**config.mk**
```make
export PLATFORM = sky130hd
export DESIGN_NAME = ex_mem
export DESIGN_NICKNAME = d
export VERILOG_FILES = /design/src/verilog/mips_except_pkg.sv /design/src/verilog/mips_pipe_pkg.sv /design/src/verilog/ex_mem.sv
export VERILOG_INCLUDE_DIRS = /design/src /design/src/verilog
export SDC_FILE = /design/constraint.sdc
export NUM_CORES = 1
export LEC_CHECK = 0
export ABC_CLOCK_PERIOD_IN_PS = 1500
export BUFFER_PORTS_ARGS = -buffer_cell sky130_fd_sc_hd__buf_4
export CAP_MARGIN = 20
export CELL_PAD_IN_SITES_DETAIL_PLACEMENT = 1
export CELL_PAD_IN_SITES_GLOBAL_PLACEMENT = 1
export CORE_AREA = 2 2 160 162
export CTS_CLUSTER_SIZE = 30
export DETAILED_ROUTE_END_ITERATION = 8
export DIE_AREA = 0 0 162 164
export PLACE_DENSITY = 0.83
export SYNTH_ARGS = -nofsm -noshare
export SYNTH_HDL_FRONTEND = slang
export SYNTH_SLANG_ARGS = --single-unit
```
**constraint.sdc**
```tcl
create_clock -name clk -period 1.5 [get_ports clk]
set_clock_uncertainty 0.2 [all_clocks]
set_input_delay 0.375 -clock clk [delete_from_list [all_inputs] [get_ports clk]]
set_output_delay 0.375 -clock clk [all_outputs]
set_load 0.01 [all_outputs]
```
**src/verilog/mips_config.svh**
```systemverilog
`ifndef MIPS_CONFIG_SVH
`define MIPS_CONFIG_SVH

// ========================================
// Datapath sizes
// ========================================

`define MIPS_DATA_W 32
`define MIPS_REG_AW 5

// ========================================
// Memory and multiplier
// ========================================

`define MIPS_MEM_WORDS 64
`define MIPS_MULT_CYCLES 4 // Cycles that issue is held for a MULT.

`endif

```
**src/verilog/mips_except_pkg.sv**
```systemverilog
`default_nettype none

`include "mips_config.svh"

package mips_except_pkg;

  typedef enum logic [1:0] {
    NONE,
    OVERFLOW,
    ADDR_LOAD,
    ADDR_STORE
  } except_code_e;

  typedef struct packed {
    except_code_e            code;
    logic [`MIPS_DATA_W-1:0] pc;
    logic [`MIPS_DATA_W-1:0] bad_addr; // Zero unless the fault is an address fault.
  } except_t;

endpackage

`default_nettype wire

```
**src/verilog/mips_pipe_pkg.sv**
```systemverilog
`default_nettype none

`include "mips_config.svh"

package mips_pipe_pkg;
  import mips_except_pkg::*;

  localparam int WORD_IDX_W = $clog2(`MIPS_MEM_WORDS);
  localparam int UPPER_W = `MIPS_DATA_W - WORD_IDX_W - 2;

  typedef enum logic [3:0] {
    NOP, ADD, SUB, AND, OR, XOR, SLT, LW, SW, MULT, MFHI, MFLO
  } alu_op_e;

  // ========================================
  // Stage payloads
  // ========================================

  typedef struct packed {
    alu_op_e                 op;
    logic [`MIPS_DATA_W-1:0] pc;
    logic [`MIPS_DATA_W-1:0] rs_val;
    logic [`MIPS_DATA_W-1:0] rt_val;
    logic [`MIPS_DATA_W-1:0] imm; // Already sign extended.
    logic [`MIPS_REG_AW-1:0] wd;
  } issue_t;

  typedef struct packed {
    logic [`MIPS_REG_AW-1:0] wd;
    logic                    wreg;
    logic [`MIPS_DATA_W-1:0] wdata;
    logic [`MIPS_DATA_W-1:0] pc;
    logic                    whilo;
    logic [`MIPS_DATA_W-1:0] hi;
    logic [`MIPS_DATA_W-1:0] lo;
    alu_op_e                 aluop;
    logic [`MIPS_DATA_W-1:0] mem_addr;
    logic [`MIPS_DATA_W-1:0] reg2;
    except_code_e            except;
  } ex_mem_t;

  typedef struct packed {
    logic [UPPER_W-1:0]    upper;
    logic [WORD_IDX_W-1:0] word_idx;
    logic [1:0]            byte_off;
  } mem_addr_fields_t;

  typedef union packed {
    logic [`MIPS_DATA_W-1:0] byte_addr;
    mem_addr_fields_t        fields;
  } mem_addr_u;

  typedef struct packed {
    logic [`MIPS_REG_AW-1:0] wd;
    logic [`MIPS_DATA_W-1:0] wdata;
  } wb_t;

  typedef struct packed {
    logic [`MIPS_DATA_W-1:0] hi;
    logic [`MIPS_DATA_W-1:0] lo;
  } hilo_t;

endpackage

`default_nettype wire

```
**src/verilog/ex_mem.sv**
```systemverilog
`timescale 1ns/1ps
`default_nettype none

module ex_mem import mips_pipe_pkg::*; import mips_except_pkg::*; (
  input  wire          clk,
  input  wire          reset,
  input  wire          en,
  input  wire          flush,
  input  wire ex_mem_t ex_in,
  output ex_mem_t      mem_in
);

  // ========================================
  // Pipeline register
  // ========================================

  always_ff @(posedge clk) begin
    if (reset || flush) begin
      mem_in <= '0; // All zero decodes as a NOP bubble that writes nothing.
    end else if (en) begin
      mem_in <= ex_in;
    end
  end

endmodule

`default_nettype wire

```
==> results.md, run 1 <==
* Final hold vios at 0
* Core Rows at 58
* Post-synthesis net count at 871
* Max Cap Viol at 0
* Initial DRC Count at 354
* Post-synth EDFFs at 0
* Mapped Avg Cell Area at 11.1 µm²
* Worst Setup SP: mem_in[39]
* Setup ws final at -0.0792 ns
* Buf/Inv on CP at 1
* Final Net Count at 1570
* Pre-antenna DRT Iters at 4
* Post-synth top area cell: dfxtp_1
* Unique masters post-synth at 7
* Fin crit period at 1.58 ns
* Worst hold path type: input port to flop
* Worst vdd ir at 591 µV
* Crit path max-delay family: flip-flops
* Failing checks: setup timing
* #FFs+latches synth at 205
* Leak pwr at 7.30 nW
* Max frequency at 633 MHz
* Top post-synthesis cells by area: dfxtp_1 (56%), mux2i_1 (28%), nor2_1 (10%), buf_6 (5.3%), buf_2 (0.41%)
* Synth Flop Type: dfxtp_1
* Seq/Total Area, Yosys at 55.6%
* Total number of vias at 7986
* WL/cell at 23.7 µm
* Worst hold path startpoint: reset
* Gr ovfl total at 0
* CTS clk-pin slew, worst paths at 0.06 ns
* Post-DRT Antenna Nets at 0
* Multi-input combinational cell area at 0.00283 mm²
* Worst-path cell chain: buf_6
* Clock sinks at 205
* R2R Setup Slk at 0.23 ns
* Total power at 14.0 mW
* Asr flop ratio synth at 0%
* Placed inst area at 0.0108 mm²
* Starting density of the core at 29.7%
* Cells after Synth at 662
* CTS root buffer: clkbuf_16
* Worst-Margin Slew at 0.310 ns
* Die span in y at 164 µm
* Vias in the first global route at 9102
* Reg area at 0.00437 mm²
* RSZ-0062 raised after global routing: true
* Final setup violation count at 205
* Design area at 0.0152 mm²
* Biggest regs: mem_in x205
* Reg2reg start: mem_in[114]
* Global placement routability congestion at 0.750
* Initial antenna violation count at 2
* Startpoint types: flop
* Yosys warns at 0
* Fill count at 2525
* Arrival @ worst endpoint at 1.00 ns
* Pin count of the biggest net entering global routing at 66
* CTS H-tree depth at 1
* # IOs at 414
* Width of the chip at 162 µm
* Share of post-route cells with drive strength above 1 at 55.2%
* Largest Register: mem_in
* Max incr delay on CP at 0.36 ns
* Relative slew slack at 78.8%
* Power density cells at 921 mW/mm²
* Share of Yosys cell area claimed by the top area cell type at 55.6%
* WL final at 40400 µm
* Critical path required time at 0.92 ns
* Area of the mapped netlist at 0.00737 mm²
* Clock tree buffer depth at 3
* Max FFs per register at 205
* Critical path peak fanout at 2
* CP endpoint kind: primary output
* Core area at 0.0248 mm²
* PortBufs at 413
* Slowest cell on crit path: dfxtp_2
* Final routed DRC violation total at 0
* Vias per cell at 4.68
* Hpwl dp at 18600 µm
* Crit Path Class: flop to primary output
* Top post-synthesis cells by count: dfxtp_1 (205), mux2i_1 (205), nor2_1 (205)
* First-pass GRT wire length at 54900 µm
* Status: finished with violations
* CTS tree: yes
* Die area at 0.0266 mm²
* Area grow syn2layout at 106%
* Gr usage total at 27.0%
* Final period util at 105%
* Clk Latency, worst-skew pair at 0.50 ns
* Final Max Tran Viols at 0
* Num CTS Buffers at 23
-- cell families (layout without fill, tap and decap cells) --
family                 Yosys count  count (layout)  share of synthesized area [%]
multiplexers                   205             205                           27.8
buffers and inverters           46             760                           6.01
other                            0               2                              0
flip-flops                     205             205                           55.6
AND/OR/NAND/NOR                206             206                           10.5
-- area by class of cell --
class,count,area share (%)
clock inverters,11,0.734
clock buffers,29,4.20
repair buffers,720,44.9
diodes,2,0.0330
multi-input cells,411,18.6
well taps,330,2.72
flip-flops and latches,205,28.8
-- cells in the final DEF (no fill, tap or decap) --
cell type,n
clkbuf_1,2
buf_12,9
inv_6,1
dfxtp_2,201
mux2i_1,205
clkbuf_16,23
or2_4,1
buf_8,1
dlygate4sd3_1,205
buf_4,300
dfxtp_4,4
clkbuf_8,4
nor2_1,205
diode_2,2
buf_6,205
bufinv_16,2
clkinvlp_4,1
clkinv_2,7
-- per-stage QoR --
stage / std cells / hold WS (ns) / worst slack (ns) / util, % / TNS (ns)
detailed placement: 1385 / 0.287 / -0.0295 / 43.4 / -0.0889
global placement: 1385 / 0.274 / 0.0232 / 43.4 / 0
floorplan: 662 / 0.322 / 0.127 / - / 0
CTS: 1655 / 0.250 / -0.0893 / 59.6 / -10.12
finish: 1708 / 0.303 / -0.0792 / 61.1 / -6.26
global route: 1708 / 0.303 / -0.0944 / 61.1 / -11.82
-- power by group --
| part | leakage [nW] | internal, mW | total [mW] | switching [mW] |
|---|---|---|---|---|
| registers | 1.76 | 5.66 | 5.82 | 0.162 |
| clock network | 0.375 | 3.35 | 5.75 | 2.40 |
| logic | 5.16 | 1.43 | 2.40 | 0.974 |
-- per-layer routing --
layer | part of all wire [%] | track usage, % | vias to the layer above
li1 | - | - | 3577
met1 | 36 | 27.4 | 3881
met2 | 53 | 51.5 | 420
met3 | 7.4 | 7.68 | 108
met4 | 4.4 | 11.7 | 0
met5 | 0 | 0 | -
-- path summary, 6_finish.rpt --
check	end	depth (start not counted)
hold / removal	mem_in[9]	4
setup / recovery	mem_in[39]	1
setup reg to reg	mem_in[114]	4
hold reg to reg	mem_in[123]	2
-- repair_timing --
item,4_1_cts,5_1_grt
hold buffers,205,0
hold endpoints to repair,205,0
setup buffers,25,51
gates resized for setup,411,3
endpoints found under the setup margin,205,205
No activity file was read; power rests on OpenSTA's default activity.
==> run 2: changes to the inputs <==
--- a/config.mk
+++ b/config.mk
@@ -6,16 +6,17 @@
 export SDC_FILE = /design/constraint.sdc
 export NUM_CORES = 1
 export LEC_CHECK = 0
-export ABC_CLOCK_PERIOD_IN_PS = 1500
+export ABC_CLOCK_PERIOD_IN_PS = 1400
 export BUFFER_PORTS_ARGS = -buffer_cell sky130_fd_sc_hd__buf_4
 export CAP_MARGIN = 20
 export CELL_PAD_IN_SITES_DETAIL_PLACEMENT = 1
 export CELL_PAD_IN_SITES_GLOBAL_PLACEMENT = 1
-export CORE_AREA = 2 2 160 162
+export CORE_MARGIN = 2
+export CORE_UTILIZATION = 29
 export CTS_CLUSTER_SIZE = 30
 export DETAILED_ROUTE_END_ITERATION = 8
-export DIE_AREA = 0 0 162 164
-export PLACE_DENSITY = 0.83
+export PLACE_DENSITY = 0.85
 export SYNTH_ARGS = -nofsm -noshare
 export SYNTH_HDL_FRONTEND = slang
 export SYNTH_SLANG_ARGS = --single-unit
+export TNS_END_PERCENT = 1
==> constraint.sdc (replaced) <==
create_clock -name clk -period 1.4 [get_ports clk]
set_clock_uncertainty 0.2 [all_clocks]
set_input_delay 0.35 -clock clk [delete_from_list [all_inputs] [get_ports clk]]
set_output_delay 0.35 -clock clk [all_outputs]
set_load 0.01 [all_outputs]
==> run 2 against run 1 <==
Compared with the run above:
- the flow still finishes with violations (setup timing)
- final cell count decreased by 4.5%
- combinational power about the same
- die area increased by 0.58%
- routed wire length decreased by 7.2%
- critical path depth unchanged
- critical endpoint is now mem_in[8]
==> results.md, run 2 (synthesized netlist as in run 1, its figures left out) <==
* Switching power total at 3.66 mW (+3.6%)
* Gr ovfl total at 0 (unchanged)
* First-pass GRT wire length at 53400 µm (-2.7%)
* Crit Path Class: flop to primary output
* Comb pwr share at 16.6% (-0.6 points)
* Final Max Tran Viols at 0 (unchanged)
* Arrival @ worst endpoint at 1.00 ns (about the same)
* CP endpoint kind: primary output
* Buf/Inv on CP at 1 (unchanged)
* PortBufs at 413 (unchanged)
* Area grow syn2layout at 97.6%
* Relative slew slack at 75.0% (-3.7 points)
* Core area at 0.0251 mm² (+1.2%)
* Worst path depth at 1 (unchanged)
* Placed inst area at 0.0107 mm² (-0.16%)
* Total number of vias at 7578 (-5.1%)
* Setup ws final at -0.148 ns (-0.0689 ns)
* Int Pwr at 11.0 mW (+5.3%)
* Pin count of the biggest net entering global routing at 79 (+20%)
* Final setup violation count at 205 (unchanged)
* Critical path required time at 0.85 ns (-0.07 ns)
* Slowest cell on crit path: dfxtp_4
* Met1 usage at 26.6% (-0.80 points)
* Max FFs per register at 205 (unchanged)
* Final routed DRC violation total at 0 (unchanged)
* Max frequency at 646 MHz
* CTS root buffer: clkbuf_16
* Commonest non-fill, non-tap cell in the layout: buf_4
* M2 GR Usage at 49.5% (-2.1 points)
* Failing checks: setup timing
* Clk Latency, worst-skew pair at 0.51 ns (about the same)
* RSZ-0062 raised after global routing: true
* Worst-Margin Slew at 0.375 ns (+0.0651 ns)
* Final period util at 111%
* CTS H-tree depth at 1 (unchanged)
* CTS clk-pin slew, worst paths at 0.06 ns (about the same)
* Critical path peak fanout at 2 (unchanged)
* Pre-antenna DRT Iters at 4 (unchanged)
* Reg area at 0.00437 mm² (unchanged)
* Hold Path Depth at 4 (unchanged)
* Worst vdd ir at 675 µV (+14%)
* Final Net Count at 1491 (-5.0%)
* Status: finished with violations
* Die span in y at 163 µm (-0.33%)
* Gr usage total at 26.2% (-0.89 points)
* Die area at 0.0267 mm² (+0.58%)
* Met3 Usage GRT at 6.55% (-1.1 points)
* # IOs at 414 (unchanged)
* Largest Register: mem_in
* Design area at 0.0146 mm² (-4.0%)
* Fill count at 2538 (+0.51%)
* Hpwl dp at 18300 µm (-1.5%)
* Initial DRC Count at 262 (-26%)
* Startpoint types: flop
* Clock tree buffer depth at 3 (unchanged)
* Total power at 14.7 mW (+4.9%)
* Pre-CTS setup slack at -0.128 ns (-0.0981 ns)
* Starting density of the core at 29.4% (-0.34 points)
* Post-DRT Antenna Nets at 0 (unchanged)
* Width of the chip at 163 µm (+0.90%)
* GRT busiest layer: met2
* Final hold vios at 0 (unchanged)
* Power density cells at 1010 mW/mm² (+9.3%)
* Worst-path cell chain: buf_6
* CTS tree: yes
* Global placement routability congestion at 0.762 (+1.5%)
* WL/cell at 23.0 µm (-2.8%)
* Biggest regs: mem_in x205
* Max Cap Viol at 0 (unchanged)
* R2R cell count at 2 (-2)
* Core Rows at 58 (unchanged)
* Leak pwr at 6.85 nW (-6.1%)
* Worst hold path type: input port to flop
* Num CTS Buffers at 23 (unchanged)
* Multi-input combinational cell area at 0.00283 mm² (unchanged)
* Reg power frac at 42.6% (+0.9 points)
* Clock sinks at 205 (unchanged)
* Max incr delay on CP at 0.36 ns (about the same)
* Crit path max-delay family: flip-flops
* Clk pwr share at 40.9% (-0.2 points)
* Vias in the first global route at 8836 (-2.9%)
* Vias per cell at 4.65 (-0.63%)
* Share of post-route cells with drive strength above 1 at 52.0% (-3.1 points)
* Fin crit period at 1.55 ns
* Initial antenna violation count at 5 (+3)
* Sw frac at 25.0% (-0.31 points)
* Most frequent cells in the layout: buf_4 (220), mux2i_1 (205), nor2_1 (205), dlygate4sd3_1 (205), buf_6 (205)
* WL final at 37500 µm (-7.2%)
* Worst hold margin at 0.221 ns (-0.0817 ns)
-- run 2: changes by cell type in the layout (fill, tap and decap cells not counted), sizes merged --
cell / delta
clkbuf: +2
inv: -1
clkinv: -3
diode: +4
buf: -79
-- run 2: what timing repair did --
action	4_1_cts	5_1_grt
buffers inserted	1	0
endpoints found under the hold margin	205	0
resized for setup	364	50
endpoints found under the setup margin	205	205
hold buffers	205	0
gates cloned	0	0
-- run 2: cell type report --
type | count | share of cell area, %
Antenna cell | 6 | 0.103
Clock buffer | 31 | 4.29
Clock inverter | 7 | 0.601
Multi-Input combinational cell | 411 | 19.4
Sequential cell | 205 | 30.0
Tap cell | 330 | 2.83
Timing Repair Buffer | 641 | 42.7
-- run 2: path summary, 6_finish.rpt --
kind	from	endpoint	slack [ns]
worst max register to register	mem_in[136]	mem_in[136]	0.35
worst min-delay path	flush	mem_in[96]	0.22
worst max-delay path	mem_in[8]	mem_in[8]	-0.15
worst min register to register	mem_in[106]	mem_in[106]	0.30
-- run 2: tightest hold or removal path: stages --
cell    delay [ns]
buf_4         0.08
or2_4         0.14
buf_12        0.23
nor2_1        0.08
-- run 2: power by group through the flow --
stage	sequential [mW]	combinational, mW	clock, mW
CTS	6.20	2.27	5.97
global placement	6.25	1.63	0
detailed placement	6.26	1.68	0
finish	6.24	2.43	5.99
floorplan	6.34	0.697	0
global route	6.25	2.55	6.31
-- run 2: stage by stage --
| stage | setup TNS [ns] | utilization (%) | cells |
|---|---|---|---|
| finish | -21.11 | 58.0 | 1631 |
| global route | -26.00 | 58.0 | 1630 |
| CTS | -23.64 | 57.5 | 1625 |
| detailed placement | -10.29 | 42.8 | 1381 |
| global placement | -5.61 | 42.8 | 1381 |
| floorplan | 0 | - | 662 |
-- run 2: per-layer routing --
metal	part of all wire [%]	routed length, µm
met2	53	19800
met4	5.1	1900
met5	0	0
met3	7.2	2700
met1	35	13100
==> run 3: changes to the inputs <==
--- a/config.mk
+++ b/config.mk
@@ -13,6 +13,7 @@
 export CELL_PAD_IN_SITES_GLOBAL_PLACEMENT = 1
 export CORE_MARGIN = 2
 export CORE_UTILIZATION = 29
+export CTS_BUF_LIST = sky130_fd_sc_hd__clkbuf_16
 export CTS_CLUSTER_SIZE = 30
 export DETAILED_ROUTE_END_ITERATION = 8
 export PLACE_DENSITY = 0.85
==> run 3 against run 2 <==
Compared with the run above:
- the flow still finishes with violations (setup timing)
- routed wire length fell by 2.4%
- sequential share of layout area hardly changed
- via count down 0.55%
- fmax grew 0.42%
- final cell count stayed put
- power down 1.5%
- non-clock buffer count grew 2
- sequential power about the same
- critical endpoint is now mem_in[127]
==> results.md, run 3 (synthesized netlist as in run 1, its figures left out) <==
* Critical path required time at 0.85 ns (about the same)
* Global placement routability congestion at 0.762 (unchanged)
* Core Rows at 58 (unchanged)
* Slowest cell on crit path: dfxtp_4
* Largest Register: mem_in
* Vias in the first global route at 8882 (+0.52%)
* Hold endpoint: mem_in[100]
* Gr ovfl total at 0 (unchanged)
* Startpoint types: flop
* Die area at 0.0267 mm² (unchanged)
* Final period util at 110% (-0.46 points)
* Fin crit period at 1.54 ns (-0.00651 ns)
* CTS H-tree depth at 1 (unchanged)
* Max FFs per register at 205 (unchanged)
* Met1 usage at 26.3% (-0.34 points)
* Placed inst area at 0.0107 mm² (unchanged)
* Setup ws final at -0.142 ns (+0.00651 ns)
* Die span in y at 163 µm (unchanged)
* R2R Setup Slk at 0.30 ns (-0.05 ns)
* Final hold vios at 0 (unchanged)
* Hold Path Depth at 4 (unchanged)
* Commonest non-fill, non-tap cell in the layout: buf_4
* R2R cell count at 3 (+1)
* CTS clk-pin slew, worst paths at 0.06 ns (about the same)
* Max incr delay on CP at 0.36 ns (about the same)
* Power density cells at 991 mW/mm² (-1.4%)
* Pre-antenna DRT Iters at 4 (unchanged)
* Placed cells at 1381 (unchanged)
* RSZ-0062 raised after global routing: true
* Util after Layout at 58.0% (about the same)
* R2R Path End: mem_in[37]
* Critical path peak fanout at 2 (unchanged)
* Reg2reg start: mem_in[37]
* Post-DRT Antenna Nets at 0 (unchanged)
* Hpwl dp at 18300 µm (unchanged)
* Area grow syn2layout at 97.5% (about the same)
* Status: finished with violations
* WL final at 36600 µm (-2.4%)
* Vias per cell at 4.62 (-0.55%)
* WL/cell at 22.5 µm (-2.4%)
* Initial antenna violation count at 4 (-1)
* Core area at 0.0251 mm² (unchanged)
* Share of post-route cells with drive strength above 1 at 52.0% (-0.080 points)
* Leak pwr at 6.88 nW (+0.36%)
* Failing checks: setup timing
* Pin count of the biggest net entering global routing at 79 (unchanged)
* M2 GR Usage at 48.1% (-1.4 points)
* Biggest regs: mem_in x205
* Worst hold path startpoint: flush
* Num CTS Buffers at 23 (unchanged)
* Non-Filler Instances at 1631 (unchanged)
* First-pass GRT wire length at 52700 µm (-1.3%)
* PortBufs at 413 (unchanged)
* Clk Latency, worst-skew pair at 0.51 ns (about the same)
* Worst-path cell chain: buf_6
* TNS Setup at -20.48 ns (+0.627 ns)
* Crit path max-delay family: flip-flops
* Buf/Inv on CP at 1 (unchanged)
* CTS root buffer: clkbuf_16
* Arrival @ worst endpoint at 0.99 ns (about the same)
* GRT busiest layer: met2
* Relative slew slack at 75.0% (about the same)
* # IOs at 414 (unchanged)
* Width of the chip at 163 µm (unchanged)
* Final setup violation count at 205 (unchanged)
* Met3 Usage GRT at 6.55% (unchanged)
* Fill count at 2562 (+0.95%)
* CP endpoint kind: primary output
* Clock tree buffer depth at 3 (unchanged)
* Max frequency at 649 MHz (+0.42%)
* Design area at 0.0146 mm² (about the same)
* Clock sinks at 205 (unchanged)
* Final Max Tran Viols at 0 (unchanged)
* Worst-Margin Slew at 0.375 ns (+0.000467 ns)
* Worst vdd ir at 512 µV (-24%)
* Worst hold path type: input port to flop
* Starting density of the core at 29.4% (unchanged)
* Gr usage total at 25.7% (-0.48 points)
* Crit Path Class: flop to primary output
* CTS tree: yes
* Most frequent cells in the layout: buf_4 (222), mux2i_1 (205), nor2_1 (205), dlygate4sd3_1 (205), buf_6 (205)
* Total number of vias at 7536 (-0.55%)
* Initial DRC Count at 234 (-11%)
* Final Net Count at 1493 (+0.13%)
* Max Cap Viol at 0 (unchanged)
* Final routed DRC violation total at 0 (unchanged)
## run 3: cell count changes in the layout (fill, tap and decap cells not counted)
cell      delta
dfxtp_2      -1
diode_2      -2
clkbuf_8     -2
clkinv_1     +2
inv_1        +6
buf_4        +2
clkbuf_1     -6
dfxtp_4      +1
## run 3: worst max path at each step
stage / start / end / slack (ns) / cells after the start
floorplan: en / mem_in[100] / 0.05 / 5
global placement: flush / mem_in[99] / -0.07 / 5
detailed placement: flush / mem_in[130] / -0.13 / 5
CTS: mem_in[20] / mem_in[20] / -0.14 / 1
global route: mem_in[97] / mem_in[97] / -0.16 / 1
finish: mem_in[127] / mem_in[127] / -0.14 / 1
## run 3: area by class of cell
| type | count | area, µm² | share of cell area (%) |
|---|---|---|---|
| Clock buffer | 23 | 576 | 3.95 |
| Multi-Input combinational cell | 411 | 2830 | 19.4 |
| Clock inverter | 15 | 118 | 0.808 |
| Tap cell | 330 | 413 | 2.84 |
| Timing Repair Buffer | 643 | 6240 | 42.9 |
| Sequential cell | 205 | 4370 | 30.0 |
| Antenna cell | 4 | 10.0 | 0.0687 |
## run 3: report_power, final
group          switching (mW)  total, mW  leakage, nW  internal (mW)
registers               0.172       6.23         1.76           6.06
logic                   0.966       2.42         4.75           1.45
clock network            2.46       5.79        0.363           3.33
total                    3.60       14.4         6.88           10.8
## run 3: metrics by stage
stage / power (mW) / hold WS (ns) / setup WS [ns]
6_report: 14.4 / 0.217 / -0.142
3_5_place_dp: 7.94 / 0.285 / -0.128
5_1_grt: 14.9 / 0.244 / -0.156
4_1_cts: 14.3 / 0.191 / -0.142
2_1_floorplan: 7.03 / 0.297 / 0.0525
3_3_place_gp: 7.88 / 0.274 / -0.0691
## run 3: repair_timing
action,CTS,global route
hold buffers,205,0
resized for setup,364,51
setup endpoints to repair,205,205
pin swaps,0,0
hold endpoints to repair,205,0
setup buffers,1,2
## run 3: metal layers
layer,wire (µm),up-vias
met5,0,-
met4,2160,0
li1,-,3431
met3,2700,126
met1,12800,3607
met2,19000,372
